## config.mk

```make
export PLATFORM = sky130hd
export DESIGN_NAME = buf_ring_ctrl
export DESIGN_NICKNAME = d
export VERILOG_FILES = /design/src/hw/buf_ring_pkg.sv /design/src/hw/token_queue.sv /design/src/hw/agent_handshake.sv /design/src/hw/owner_map.sv /design/src/hw/buf_ring_ctrl.sv
export SDC_FILE = /design/constraint.sdc
export NUM_CORES = 1
export LEC_CHECK = 0
export CORE_ASPECT_RATIO = 1.2
export CORE_MARGIN = 5
export CORE_UTILIZATION = 45
export CTS_BUF_LIST = sky130_fd_sc_hd__clkbuf_2
export DETAILED_ROUTE_END_ITERATION = 6
export DONT_BUFFER_PORTS = 1
export GPL_TIMING_DRIVEN = 0
export PLACE_DENSITY = 0.65
export SETUP_SLACK_MARGIN = 0.4
export SLEW_MARGIN = 0
export SYNTH_ARGS = -nofsm -noshare
export SYNTH_HDL_FRONTEND = slang
export SYNTH_SLANG_ARGS = --single-unit
```

## constraint.sdc

```tcl
create_clock -name clk -period 2.4 [get_ports clk]
set_clock_uncertainty 0.05 [all_clocks]
set_input_delay 0.36 -clock clk [delete_from_list [all_inputs] [get_ports clk]]
set_output_delay 0.36 -clock clk [all_outputs]
set_load 0.1 [all_outputs]
```

## src/hw/buf_ring_pkg.sv

```systemverilog
`default_nettype none

package buf_ring_pkg;

    // Three shared buffers circulate, so no queue ever holds more than three tokens
    localparam int BUF_COUNT = 3;
    localparam int QUEUE_DEPTH = BUF_COUNT;

    // Pointer and occupancy widths for a queue of QUEUE_DEPTH entries
    localparam int PTR_W = $clog2(QUEUE_DEPTH);
    localparam int CNT_W = $clog2(QUEUE_DEPTH + 1);

    // A token names one buffer, zero means the agent has nothing connected
    typedef logic [1:0] buf_tok_t;

    localparam buf_tok_t TOK_NONE = 2'd0;
    localparam buf_tok_t TOK_PING = 2'd1;
    localparam buf_tok_t TOK_PANG = 2'd2;
    localparam buf_tok_t TOK_PONG = 2'd3;

    // Owner select value driven to each buffer's memory multiplexer
    typedef enum logic [1:0] {AG_NONE, AG_SNOOP, AG_CPU, AG_FWD} agent_e;

    // Result an agent holds until its done-ack arrives
    typedef enum logic [1:0] {RES_NONE, RES_DONE, RES_REJECT} agent_result_e;

    // Handshake state of one agent
    typedef enum logic {HS_IDLE, HS_BUSY} hs_state_e;

    // One-cycle pulses marking how a job ended
    typedef struct packed {
        logic done;
        logic reject;
    } job_event_t;

    // One owner select per buffer
    typedef struct packed {
        agent_e ping;
        agent_e pang;
        agent_e pong;
    } owner_sel_t;

endpackage

`default_nettype wire

```

## src/hw/token_queue.sv

```systemverilog
`timescale 1ns/10ps
`default_nettype none

module token_queue #(
    parameter int NUM_SRC = 1,
    // Set for the snoop queue, which owns every buffer after reset
    parameter bit INIT_FULL = 1'b0
) (
    input  wire logic                  clk,
    input  wire logic                  rst,
    input  wire logic                  enq_i     [NUM_SRC],
    input  buf_ring_pkg::buf_tok_t     enq_tok_i [NUM_SRC],
    input  wire logic                  deq_i,
    output buf_ring_pkg::buf_tok_t     head_o
);

    buf_ring_pkg::buf_tok_t               mem [buf_ring_pkg::QUEUE_DEPTH];
    logic [buf_ring_pkg::PTR_W-1:0]       rd_ptr;
    logic [buf_ring_pkg::PTR_W-1:0]       wr_ptr;
    logic [buf_ring_pkg::CNT_W-1:0]       count;
    logic [buf_ring_pkg::PTR_W-1:0]       wr_addr [NUM_SRC];
    logic [buf_ring_pkg::PTR_W-1:0]       wr_next;
    logic [buf_ring_pkg::CNT_W-1:0]       enq_cnt;
    logic                                 deq_ok;

    // Pointers wrap at QUEUE_DEPTH, which need not be a power of two
    function automatic logic [buf_ring_pkg::PTR_W-1:0] ptr_inc(
        input logic [buf_ring_pkg::PTR_W-1:0] p
    );
        if (p == buf_ring_pkg::PTR_W'(buf_ring_pkg::QUEUE_DEPTH - 1)) begin
            return '0;
        end
        return p + 1'b1;
    endfunction

    // Each active source takes the next free slot in source order
    always_comb begin
        wr_next = wr_ptr;
        enq_cnt = '0;
        for (int s = 0; s < NUM_SRC; s++) begin
            wr_addr[s] = wr_next;
            if (enq_i[s]) begin
                wr_next = ptr_inc(wr_next);
                enq_cnt = enq_cnt + 1'b1;
            end
        end
    end

    // A dequeue on an empty queue has nothing to remove
    assign deq_ok = deq_i && (count != '0);

    always_ff @(posedge clk) begin
        if (rst) begin
            rd_ptr <= '0;
            wr_ptr <= '0;
            count  <= INIT_FULL ? buf_ring_pkg::CNT_W'(buf_ring_pkg::QUEUE_DEPTH) : '0;
            // Reset order is ping, pang, pong from the head
            for (int i = 0; i < buf_ring_pkg::QUEUE_DEPTH; i++) begin
                mem[i] <= INIT_FULL ? buf_ring_pkg::buf_tok_t'(i + 1) : buf_ring_pkg::TOK_NONE;
            end
        end else begin
            for (int s = 0; s < NUM_SRC; s++) begin
                if (enq_i[s]) begin
                    mem[wr_addr[s]] <= enq_tok_i[s];
                end
            end
            wr_ptr <= wr_next;
            if (deq_ok) begin
                rd_ptr <= ptr_inc(rd_ptr);
            end
            count <= count + enq_cnt - deq_ok;
        end
    end

    // The head is the buffer this queue's agent is connected to
    assign head_o = (count == '0) ? buf_ring_pkg::TOK_NONE : mem[rd_ptr];

endmodule

`default_nettype wire

```

## src/hw/agent_handshake.sv

```systemverilog
`timescale 1ns/10ps
`default_nettype none

module agent_handshake (
    input  wire logic                       clk,
    input  wire logic                       rst,
    input  wire logic                       connected_i,
    input  wire logic                       rdy_ack_i,
    input  buf_ring_pkg::agent_result_e     result_i,
    output logic                            rdy_o,
    output logic                            done_ack_o,
    output buf_ring_pkg::job_event_t        job_o
);

    buf_ring_pkg::hs_state_e state_q;
    logic                    start;
    logic                    finish;

    // Ready only while idle and holding a buffer; it stays up until acknowledged
    assign rdy_o = (state_q == buf_ring_pkg::HS_IDLE) && connected_i;

    // The done-ack is the busy state itself, so a result raised while idle waits
    assign done_ack_o = (state_q == buf_ring_pkg::HS_BUSY);

    assign start = rdy_o && rdy_ack_i;

    // Completion pulses are only seen while the ack is up
    assign job_o.done   = done_ack_o && (result_i == buf_ring_pkg::RES_DONE);
    assign job_o.reject = done_ack_o && (result_i == buf_ring_pkg::RES_REJECT);

    // An undefined result code does not end the job
    assign finish = job_o.done || job_o.reject;

    always_ff @(posedge clk) begin
        if (rst) begin
            state_q <= buf_ring_pkg::HS_IDLE;
        end else begin
            case (state_q)
                buf_ring_pkg::HS_IDLE: begin
                    if (start) begin
                        state_q <= buf_ring_pkg::HS_BUSY;
                    end
                end
                buf_ring_pkg::HS_BUSY: begin
                    // Back to idle on the same edge that moves the token
                    // so ready follows the new head from the next cycle
                    if (finish) begin
                        state_q <= buf_ring_pkg::HS_IDLE;
                    end
                end
                default: begin
                    state_q <= buf_ring_pkg::HS_IDLE;
                end
            endcase
        end
    end

endmodule

`default_nettype wire

```

## src/hw/owner_map.sv

```systemverilog
`timescale 1ns/10ps
`default_nettype none

module owner_map (
    input  buf_ring_pkg::buf_tok_t     snoop_head_i,
    input  buf_ring_pkg::buf_tok_t     cpu_head_i,
    input  buf_ring_pkg::buf_tok_t     fwd_head_i,
    output buf_ring_pkg::owner_sel_t   owner_o
);

    // Finds which agent has the given buffer at the head of its queue.
    // Tokens are unique across the ring, so at most one head can match
    function automatic buf_ring_pkg::agent_e owner_of(
        input buf_ring_pkg::buf_tok_t tok,
        input buf_ring_pkg::buf_tok_t sn,
        input buf_ring_pkg::buf_tok_t cpu,
        input buf_ring_pkg::buf_tok_t fwd
    );
        if (sn == tok) begin
            return buf_ring_pkg::AG_SNOOP;
        end
        if (cpu == tok) begin
            return buf_ring_pkg::AG_CPU;
        end
        if (fwd == tok) begin
            return buf_ring_pkg::AG_FWD;
        end
        // Buffer is waiting behind some other head
        return buf_ring_pkg::AG_NONE;
    endfunction

    // Purely combinational, the muxes follow the heads in the same cycle
    assign owner_o.ping = owner_of(buf_ring_pkg::TOK_PING, snoop_head_i, cpu_head_i,
                                   fwd_head_i);
    assign owner_o.pang = owner_of(buf_ring_pkg::TOK_PANG, snoop_head_i, cpu_head_i,
                                   fwd_head_i);
    assign owner_o.pong = owner_of(buf_ring_pkg::TOK_PONG, snoop_head_i, cpu_head_i,
                                   fwd_head_i);

endmodule

`default_nettype wire

```

## src/hw/buf_ring_ctrl.sv

```systemverilog
`timescale 1ns/10ps
`default_nettype none

module buf_ring_ctrl (
    input  wire logic                       clk,
    input  wire logic                       rst,
    output logic                            snoop_rdy_o,
    input  wire logic                       snoop_rdy_ack_i,
    input  buf_ring_pkg::agent_result_e     snoop_result_i,
    output logic                            snoop_done_ack_o,
    output buf_ring_pkg::buf_tok_t          snoop_buf_o,
    output logic                            cpu_rdy_o,
    input  wire logic                       cpu_rdy_ack_i,
    input  buf_ring_pkg::agent_result_e     cpu_result_i,
    output logic                            cpu_done_ack_o,
    output buf_ring_pkg::buf_tok_t          cpu_buf_o,
    output logic                            fwd_rdy_o,
    input  wire logic                       fwd_rdy_ack_i,
    input  buf_ring_pkg::agent_result_e     fwd_result_i,
    output logic                            fwd_done_ack_o,
    output buf_ring_pkg::buf_tok_t          fwd_buf_o,
    output buf_ring_pkg::owner_sel_t        owner_o
);

    buf_ring_pkg::job_event_t snoop_job;
    buf_ring_pkg::job_event_t cpu_job;
    buf_ring_pkg::job_event_t fwd_job;

    logic                     snoop_enq     [2];
    buf_ring_pkg::buf_tok_t   snoop_enq_tok [2];
    logic                     cpu_enq       [1];
    buf_ring_pkg::buf_tok_t   cpu_enq_tok   [1];
    logic                     fwd_enq       [1];
    buf_ring_pkg::buf_tok_t   fwd_enq_tok   [1];

    // Snooper done hands the filled buffer to the CPU
    agent_handshake snoop_hs_inst (.clk(clk), .rst(rst),
        .connected_i(snoop_buf_o != buf_ring_pkg::TOK_NONE),
        .rdy_ack_i(snoop_rdy_ack_i), .result_i(snoop_result_i),
        .rdy_o(snoop_rdy_o), .done_ack_o(snoop_done_ack_o), .job_o(snoop_job));

    agent_handshake cpu_hs_inst (.clk(clk), .rst(rst),
        .connected_i(cpu_buf_o != buf_ring_pkg::TOK_NONE),
        .rdy_ack_i(cpu_rdy_ack_i), .result_i(cpu_result_i),
        .rdy_o(cpu_rdy_o), .done_ack_o(cpu_done_ack_o), .job_o(cpu_job));

    agent_handshake fwd_hs_inst (.clk(clk), .rst(rst),
        .connected_i(fwd_buf_o != buf_ring_pkg::TOK_NONE),
        .rdy_ack_i(fwd_rdy_ack_i), .result_i(fwd_result_i),
        .rdy_o(fwd_rdy_o), .done_ack_o(fwd_done_ack_o), .job_o(fwd_job));

    // Reject goes in ahead of forwarder done when both land together
    assign snoop_enq[0]     = cpu_job.reject;
    assign snoop_enq_tok[0] = cpu_buf_o;
    assign snoop_enq[1]     = fwd_job.done;
    assign snoop_enq_tok[1] = fwd_buf_o;
    assign cpu_enq[0]       = snoop_job.done;
    assign cpu_enq_tok[0]   = snoop_buf_o;
    assign fwd_enq[0]       = cpu_job.done;
    assign fwd_enq_tok[0]   = cpu_buf_o;

    token_queue #(.NUM_SRC(2), .INIT_FULL(1'b1)) snoop_q_inst (.clk(clk), .rst(rst),
        .enq_i(snoop_enq), .enq_tok_i(snoop_enq_tok), .deq_i(snoop_job.done),
        .head_o(snoop_buf_o));

    // The CPU gives its buffer up on either outcome
    token_queue #(.NUM_SRC(1), .INIT_FULL(1'b0)) cpu_q_inst (.clk(clk), .rst(rst),
        .enq_i(cpu_enq), .enq_tok_i(cpu_enq_tok),
        .deq_i(cpu_job.done || cpu_job.reject), .head_o(cpu_buf_o));

    token_queue #(.NUM_SRC(1), .INIT_FULL(1'b0)) fwd_q_inst (.clk(clk), .rst(rst),
        .enq_i(fwd_enq), .enq_tok_i(fwd_enq_tok), .deq_i(fwd_job.done),
        .head_o(fwd_buf_o));

    owner_map owner_map_inst (.snoop_head_i(snoop_buf_o), .cpu_head_i(cpu_buf_o),
        .fwd_head_i(fwd_buf_o), .owner_o(owner_o));

endmodule

`default_nettype wire

```

Word-level counts from Yosys, hierarchy flattened
Memory sizes are Yosys's and may differ from the RTL's. A register that Yosys moved wholly into a read port is not among the register bits.
Cells that the tools add are included.

word-level totals
  output and inout port bits = 18
  memories = 3
  register bits = 21
  bits in writable memories = 18
  word-level logic and storage cells = 202
  input bits = 11

memory list
  memory            depth  bits a word  read ports  clocked after memory_dff  write ports  RTL line           text
  cpu_q_inst.mem    3      2            1           1                         3            token_queue.sv:17  buf_ring_pkg::buf_tok_t mem [buf_ring_pkg::QUEUE_DEPTH];
  fwd_q_inst.mem    3      2            1           1                         3            token_queue.sv:17
  snoop_q_inst.mem  3      2            1           1                         3            token_queue.sv:17

operators by class
  equal/unequal tests = 22
  reduce and logical (&&, ||, !) cells = 31
  bitwise logic cells = 3
  $add $sub $neg = 14
  mux-type cells = 117

operator list
  operator                                              number
  two-way mux 2 bit                                     52
  two-way mux 1 bit                                     62
  equality test 2 bit (second input constant)           16
  logical AND 1 bit                                     15
  adder 2 x 1 -> 2 bit (second input constant)          7
  equality test 2 x 1 -> 1 bit (second input constant)  6
  nonzero test 2 bit                                    6
  OR reduction 2 bit                                    4
  logical NOT 2 bit                                     3
  one-hot mux 1 bit (2 select lines)                    3
  subtractor 2 x 1 -> 2 bit                             3
  adder 2 x 1 -> 2 bit                                  2
  logical OR 1 bit                                      3
  inverter 1 bit                                        3
  adder 1 x 1 -> 2 bit (second input constant)          1
  adder 2 bit                                           1

Logic depth before layout (Yosys ltp)
Gate-level depths: netlist of run 1.

  word-level depth = 10
  mapped depth = 9
  gate-level depth less buffers = 8

Hierarchy
A second synthesis of run 1 with hierarchy kept.

unflattened totals
  cells, all modules = 261
  area, all modules = 2,665.1 sq um

modules (own cells, without submodules)
  module                         area each (sq um)  seq. area each (sq um)  cells each  times used
  token_queue at cpu_q_inst ...  699.4              400.4                   62          2
  token_queue at snoop_q_inst    920.9              400.4                   87          1
  agent_handshake                73.8               20.0                    10          3
  owner_map                      98.8               0.0                     16          1
  buf_ring_ctrl                  25.0               0.0                     4           1

Worst setup path after synthesis of run 1
OpenSTA, ideal clock, no wires.

  kind = register to output
  start point = register (tool-made name)
  end point = output port owner_o[4] (netlist bit)
  stages on the path, launching flop included = 5
  data arrival time = 3.408 ns
  path slack = -1.418 ns
  path buffers = 0
  required time = 1.990 ns
  cells stage by stage = dfxtp_1 -> mux4_2 -> o21ai_2 -> nor2_1 -> o31ai_1

RTL lines
  what       RTL line             text
  to (decl)  buf_ring_ctrl.sv:22  output buf_ring_pkg::owner_sel_t owner_o

==> out/results.tsv, run 1 <==
stage	metric	value	unit
run_status	status	finished with violations	
run_status	violations	setup timing	
route	routed_wl	6580	µm
clock_network	cts_buffer_depth	2	
layout	fin_nets	300	
yosys	syn_area	2550	µm²
yosys	synth_cell_types	54	
route	drc	0	
critical_path	cp_data_required_time	1990	ps
timing	max-slew-margin-rel	29.5	%
critical_path	critPathSlowestCell	a22oi_2	
grt	antenna_found_initial	0	
layout	final_cell_mix	nor2_1 (24), edfxtp_1 (24), dfxtp_1 (21), nand2_1 (20), buf_4 (18)	
clock_network	clk_pin_slew	240	ps
yosys	syn_inst	241	
critical_path	worstSetupStartpointType	flop	
yosys	ys_seq_area_share	49.5	%
yosys	synth_nets	257	
die	die_area	7280	µm²
timing	period_needed	3600	ps
grt	grt_max_degree	15	
timing	tightest_slew	1060	ps
pwr	powerDensity	446	nW/µm²
route	drt-pass1-iter-count	4	
layout	final.fill_count	479	
timing	period_share	150	%
yosys	synth_flop_cell	dfxtp_1	
pwr	leakagePower	1.19	nW
critical_path	cp_slowest_stage_delay	1170	ps
die	die_y	92.5	µm
grt	grt_overflow	0	
route	antenna_left	0	
clock_network	clockRootBuffer	clkbuf_2	
pwr	ir_drop	0.000247	V
grt	grt_pass1_vias	2040	
critical_path	crit_arrival	3190	ps
yosys	ys_warn_count	0	
die	start_util	45.6	%
yosys	synth-seq-cells	51	
clock_network	cts_tree	built	
yosys	syn_avg_cell_area	10.6	µm²
layout	fin_util	59.8	%
placed_design	io_buffer_count	0	
timing	whs	44.6	ps
route	via_count	2017	
timing	max_clock_freq	0.277	GHz
route	wl_per_cell	18.8	µm
placed_design	gp_congestion	0.821	
die	ios	29	
clock_network	cts_made_buffers	5	
placed_design	hpwlAfterDp	4330	µm
worst_hold_path	min_from	rst	
timing	slew_viol_final	0	
placed_design	pre_cts_slack	-891	ps
critical_path	worstPathCellList	mux4_2 -> o21ai_4 -> clkinvlp_4 -> a22oi_2	
critical_path	critical_path.max_fanout	5	
timing	finalHoldViolations	0	
route	drt_iter0_markers	91	
layout	final_layout_size_suffix_gt1_share	36.5	%
die	die_x	78.7	µm
die	core-area	5590	µm²
critical_path	crit_buf_inv	1	
timing	rsz0062_at_grt	yes	
critical_path	critPathCaptureType	primary output	
worst_hold_path	hold_class	input port to flop	
layout	area_delta_synth_final	31.1	%
grt	grt_pass1_wl	10100	µm
timing	finalSetupViolations	14	
grt	grtUsageTotal	18.2	%
die	rows	30	
route	drt-vias-per-instance	5.78	
clock_network	cts_sinks	51	
critical_path	cpLargestDelayFamily	compound AO/OA/AOI/OAI gates	
layout	num_antenna_cells	0	
clock_network	clk_latency	410	ps
timing	setup_ws	-1200	ps
yosys	synth-async-reset-ratio	0	%
critical_path	crit_type	flop to primary output	
yosys	synth_edf_count	24	
flow_run	max_cap_violations	0	
clock_network	htreeDepth	2	
==> worst paths after layout <==
check                            to  slack [ps]  cells past startpoint
min reg2reg    fwd_q_inst.rd_ptr[1]         460                      2
min          snoop_q_inst.wr_ptr[1]          40                      3
max reg2reg  snoop_q_inst.mem[0][1]         -20                      5
max                      owner_o[1]       -1200                      4
==> cells by family after synthesis <==
| logic type | share of synthesized area, % |
|---|---|
| XOR/XNOR | 4.47 |
| AND/OR/NAND/NOR | 20.1 |
| AO/OA/AOI/OAI | 12.7 |
| flip-flops | 49.5 |
| multiplexers | 7.85 |
| adder cells (fa/ha/maj) | 2.45 |
| buffers and inverters | 2.99 |
==> stage by stage <==
step | total power, mW | instances | setup TNS (ps) | area, µm²
after global placement | 1.11 | 305 | -5050 | 2700
after floorplan | 1.09 | 241 | -3170 | 2620
after global routing | 1.54 | 349 | -6270 | 3340
after detailed placement | 1.13 | 307 | -3500 | 2750
final | 1.49 | 349 | -4960 | 3340
after CTS | 1.49 | 342 | -5210 | 3220
==> cell type report <==
class	instances	area, µm²	share of cell area (%)
inverters	11	71.3	2.13
well taps	64	80.1	2.40
multi-input cells	172	1470	43.9
clock buffers	7	35.0	1.05
flip-flops and latches	51	1280	38.3
plain buffers	7	40.0	1.20
clock inverters	1	5.00	0.150
repair buffers	36	365	10.9
==> Yosys cell counts (3+ instances only) <==
cell      instances  area share, %
dfxtp_1          27             21
nor2_1           26            3.8
edfxtp_1         24             28
nand2_1          21            3.1
a21oi_1          16            3.1
nor3_1           13            2.6
inv_1            10            1.5
xnor2_1           8            2.7
nand2b_1          6            1.5
o21ai_0           6            1.2
o21ai_2           6            2.1
clkbuf_1          5           0.74
ha_1              5            2.5
mux2i_1           5            2.0
mux4_2            5            4.4
xor2_1            5            1.7
a22oi_1           4            1.2
and3_1            3           0.74
nand3_1           3           0.59
nor2b_1           3           0.74
==> power by group <==
group / switching (mW) / internal [mW] / total [mW]
clock: 0.249 / 0.0796 / 0.328
combinational: 0.140 / 0.0755 / 0.216
sequential: 0.0273 / 0.921 / 0.948
==> timing repair <==
| item | in CTS | in global routing |
|---|---|---|
| hold buffers | 1 | 1 |
| pin swaps | 16 | 17 |
| buffers inserted | 26 | 6 |
| endpoints found under the setup margin | 26 | 36 |
| hold endpoints to repair | 1 | 1 |
| gates resized for setup | 44 | 18 |
==> worst min-delay path: cells and delay by family <==
family / cells / cell delay [ps]
AO/OA/AOI/OAI: 1 / 60
AND/OR/NAND/NOR: 2 / 80
==> per-layer routing <==
| layer | GRT usage (%) | vias up | routed length [µm] |
|---|---|---|---|
| met1 | 20.6 | 985 | 2600 |
| met5 | 0 | - | 0 |
| met2 | 33.1 | 51 | 3530 |
| met4 | 6.27 | 0 | 130 |
| li1 | - | 972 | - |
| met3 | 4.09 | 9 | 325 |
No activity file was read; power rests on OpenSTA's default activity.
==> inputs of run 2 (changes only) <==
--- a/config.mk
+++ b/config.mk
@@ -14,7 +14,8 @@
 export GPL_TIMING_DRIVEN = 0
 export PLACE_DENSITY = 0.65
 export SETUP_SLACK_MARGIN = 0.4
-export SLEW_MARGIN = 0
+export SKIP_CTS_REPAIR_TIMING = 1
+export SLEW_MARGIN = 20
 export SYNTH_ARGS = -nofsm -noshare
 export SYNTH_HDL_FRONTEND = slang
 export SYNTH_SLANG_ARGS = --single-unit
==> run 2 against run 1 <==
  * Combinational power fell by 10%
  * The flow still finishes with violations (setup timing)
  * Global-route usage fell by 1.9 points
  * Setup slack lost 61 ps
  * Critical path depth did not move
  * Sequential power barely moved
  * Routed wire length is 7.0% lower
  * Utilization down 2.1 points
  * Clock power is 1% higher
  * Sequential cell count unchanged
  * Clock-buffer cell count unchanged
==> out/results.tsv, run 2 (synthesized netlist as in run 1, its figures left out) <==
stage	metric	value	unit
worst_hold_path	min_from	rst	
timing	max_clock_freq	0.273	GHz
layout	final_layout_size_suffix_gt1_share	35.0	%
die	rows	30	
run_status	violations	setup timing	
timing	max-slew-margin-rel	29.5	%
timing	setup_ws	-1270	ps
die	die_y	92.5	µm
clock_network	clk_latency	420	ps
pwr	ir_drop	0.000188	V
grt	grt_max_degree	15	
die	start_util	45.6	%
placed_design	io_buffer_count	0	
layout	final_cell_mix	buf_4 (28), nor2_1 (24), edfxtp_1 (24), dfxtp_1 (21), nand2_1 (20)	
layout	fin_util	57.7	%
timing	rsz0062_at_grt	yes	
grt	grtUsageTotal	16.3	%
timing	period_needed	3670	ps
clock_network	clk_pin_slew	240	ps
route	drc	0	
timing	slew_viol_final	0	
flow_run	max_cap_violations	0	
pwr	powerDensity	457	nW/µm²
layout	final_cell_count_no_fill	347	
worst_hold_path	hold_class	input port to flop	
clock_network	htreeDepth	2	
die	die_x	78.7	µm
critical_path	critPathSlowestCell	a22oi_2	
grt	antenna_found_initial	0	
critical_path	cp_data_required_time	1990	ps
route	antenna_left	0	
critical_path	rrSetupSlack	-50	ps
timing	tightest_slew	1060	ps
timing	whs	37.8	ps
placed_design	hpwlAfterDp	4310	µm
worst_hold_path	hold_depth	3	
route	drt_iter0_markers	82	
timing	finalSetupViolations	16	
placed_design	place_inst	305	
timing	period_share	153	%
layout	layout_commonest_cell	buf_4	
pwr	power	1.48	mW
critical_path	crit_arrival	3260	ps
layout	area_delta_synth_final	26.5	%
route	drt-vias-per-instance	5.68	
critical_path	critPathCaptureType	primary output	
critical_path	r2r_cells	5	
critical_path	crit_type	flop to primary output	
timing	fin_tns_setup	-5570	ps
pwr	leakagePower	1.15	nW
placed_design	gp_congestion	0.821	
critical_path	reg2reg_to	snoop_q_inst.mem[0][1]	
die	ios	29	
clock_network	cts_tree	built	
route	routed_wl	6120	µm
grt	grt_overflow	0	
grt	grt_pass1_vias	1827	
clock_network	cts_made_buffers	5	
die	core-area	5590	µm²
timing	finalHoldViolations	0	
layout	num_antenna_cells	0	
route	wl_per_cell	17.6	µm
critical_path	critical_path.max_fanout	6	
route	drt-pass1-iter-count	4	
worst_hold_path	worstHoldEndpoint	snoop_q_inst.wr_ptr[1]	
critical_path	worstPathCellList	mux4_2 -> o21ai_4 -> clkinvlp_4 -> a22oi_2	
die	die_area	7280	µm²
clock_network	clockRootBuffer	clkbuf_2	
grt	grt_pass1_wl	9110	µm
critical_path	cp_slowest_stage_delay	1170	ps
run_status	status	finished with violations	
clock_network	cts_sinks	51	
route	via_count	1972	
layout	fin_nets	298	
critical_path	worstSetupStartpointType	flop	
clock_network	cts_buffer_depth	2	
run 2: per-stage QoR:
stage	worst slack [ps]	instance area, µm²
final	-1270	3230
after global routing	-1350	3230
after CTS	-1400	2770
after detailed placement	-903	2730
after global placement	-903	2700
after floorplan	-584	2620
run 2: worst max-delay path, delay by kind of cell, from the launching register on:
| family | cells | cell delay (ps) |
|---|---|---|
| compound gates | 2 | 1300 |
| buf+inv | 1 | 570 |
| flops | 1 | 450 |
| mux | 1 | 510 |
run 2: final cells by class:
cell class,count,area [µm²]
buffer,7,37.5
clock buffer,7,35.0
clock inverter,1,5.00
fill,485,2370
inverter,11,71.3
multi-input combinational,172,1430
sequential,51,1280
tap,64,80.1
timing repair buffer,34,288
run 2: power breakdown:
group	switching (mW)	internal [mW]	total (mW)
clock network	0.253	0.0794	0.332
logic	0.133	0.0615	0.194
registers	0.0281	0.921	0.949
total	0.414	1.06	1.48
run 2: how the worst max path moves through the flow:
stage	startpoint	to	slack [ps]	cells after the start
6_report	snoop_q_inst.mem[2][0]	owner_o[1]	-1270	4
5_1_grt	snoop_q_inst.mem[2][0]	owner_o[1]	-1350	4
4_1_cts	flop	owner_o[1]	-1400	5
3_5_place_dp	flop	owner_o[1]	-900	5
3_3_place_gp	flop	owner_o[1]	-900	5
2_1_floorplan	flop	owner_o[1]	-580	4
run 2: metal layers:
metal	global-route usage [%]	up-vias	share of wire (%)
met5	0	-	0
met4	6.85	0	2.5
met1	19.6	953	43
met3	4.57	14	4.7
met2	27.1	38	50
li1	-	967	-
==> inputs of run 3 (changes only) <==
--- a/config.mk
+++ b/config.mk
@@ -12,6 +12,7 @@
 export DETAILED_ROUTE_END_ITERATION = 6
 export DONT_BUFFER_PORTS = 1
 export GPL_TIMING_DRIVEN = 0
+export MAX_ROUTING_LAYER = met4
 export PLACE_DENSITY = 0.65
 export SETUP_SLACK_MARGIN = 0.4
 export SKIP_CTS_REPAIR_TIMING = 1
==> run 3 against run 2 <==
  * The run still ends with setup timing left
  * Routed wire length rose by 0.38%
  * Via count rose by 0.51%
  * Setup slack improved by 0.54 ps
  * Die area unchanged
  * Global-route usage up 0.47 points
  * Clock power is essentially flat
  * Critical endpoint unchanged
==> out/results.tsv, run 3 (synthesized netlist as in run 1, its figures left out) <==
stage	metric	value	unit
run_status	status	finished with violations	
run_status	violations	setup timing	
timing	setup_ws	-1270	ps
timing	max-slew-margin-rel	29.5	%
flow_run	max_cap_violations	0	
grt	grtUsageTotal	16.7	%
layout	area_delta_synth_final	27.3	%
clock_network	cts_made_buffers	5	
clock_network	clk_latency	420	ps
timing	tightest_slew	1060	ps
route	via_count	1982	
critical_path	worstSetupStartpointType	flop	
critical_path	critPathCaptureType	primary output	
timing	period_share	153	%
die	die_area	7280	µm²
clock_network	cts_sinks	51	
layout	final_area	3250	µm²
grt	antenna_found_initial	0	
route	drt-pass1-iter-count	4	
layout	final_cell_count_no_fill	347	
grt	grt_max_degree	15	
timing	rsz0062_at_grt	yes	
route	drt_iter0_markers	106	
route	antenna_left	0	
timing	finalHoldViolations	0	
die	core-area	5590	µm²
route	routed_wl	6140	µm
timing	period_needed	3670	ps
die	start_util	45.6	%
pwr	powerDensity	456	nW/µm²
grt	grt_pass1_wl	9120	µm
critical_path	cp_data_required_time	1990	ps
critical_path	critical_path.max_fanout	6	
critical_path	crit_type	flop to primary output	
die	ios	29	
critical_path	crit_arrival	3260	ps
timing	max_clock_freq	0.273	GHz
layout	final_layout_size_suffix_gt1_share	34.6	%
placed_design	hpwlAfterDp	4310	µm
clock_network	clockRootBuffer	clkbuf_2	
layout	fin_nets	298	
layout	layout_commonest_cell	buf_4	
layout	num_antenna_cells	0	
route	drc	0	
pwr	leakagePower	1.16	nW
placed_design	io_buffer_count	0	
route	drt-vias-per-instance	5.71	
timing	finalSetupViolations	16	
layout	final_cell_mix	buf_4 (27), nor2_1 (24), edfxtp_1 (24), dfxtp_1 (21), nand2_1 (20)	
die	die_y	92.5	µm
clock_network	clk_pin_slew	240	ps
placed_design	pre_cts_slack	-903	ps
timing	slew_viol_final	0	
pwr	ir_drop	0.000190	V
grt	grt_overflow	0	
grt	grt_pass1_vias	1828	
route	wl_per_cell	17.7	µm
timing	fin_tns_setup	-5570	ps
clock_network	cts_buffer_depth	2	
die	rows	30	
clock_network	htreeDepth	2	
die	die_x	78.7	µm
placed_design	gp_congestion	0.833	
worst_hold_path	hold_class	input port to flop	
placed_design	place_inst	305	
layout	fin_util	58.0	%
clock_network	cts_tree	built	
placed_design	placed_cell_area	2730	µm²
## run 3: cell counts in the layout (fill, tap and decap cells not counted)
Identical to the previous run, type by type.
## run 3: per-stage QoR
step	hold slack [ps]	total power, mW
floorplan	400	1.09
global placement	422	1.11
finish	35.4	1.48
global route	-0.728	1.53
CTS	-19.4	1.45
detailed placement	429	1.12
## run 3: cell type report
type,count,area [µm²]
plain buffers,7,37.5
clock buffers,7,35.0
clock inverters,1,5.00
fillers,478,2350
inverters,11,71.3
multi-input cells,172,1440
flip-flops and latches,51,1280
well taps,64,80.1
repair buffers,34,300
## run 3: critical path, stage by stage (launching register included)
cell,delay [ps]
edfxtp_1,450
mux4_2,510
o21ai_4,130
clkinvlp_4,570
a22oi_2,1170
## run 3: path summary, 6_finish.rpt
kind	slack [ps]	from	endpoint	depth (start not counted)
worst max-delay path	-1270	snoop_q_inst.mem[2][0]	owner_o[1]	4
worst min-delay path	40	rst	snoop_q_inst.wr_ptr[1]	3
worst max register to register	-50	flop	snoop_q_inst.mem[0][1]	5
worst min register to register	450	snoop_q_inst.rd_ptr[0]	snoop_q_inst.rd_ptr[1]	2
## run 3: power by group
group | switching, mW | leakage (nW) | total (mW) | internal (mW)
clock network | 0.255 | 0.0330 | 0.334 | 0.0794
registers | 0.0280 | 0.449 | 0.949 | 0.921
logic | 0.133 | 0.680 | 0.195 | 0.0623
total | 0.416 | 1.16 | 1.48 | 1.06
## run 3: metal layers
metal	global-route usage, %	wire [µm]
met1	19.7	2650
met2	27.1	3040
met3	4.57	308
met4	6.85	140
met5	-	0
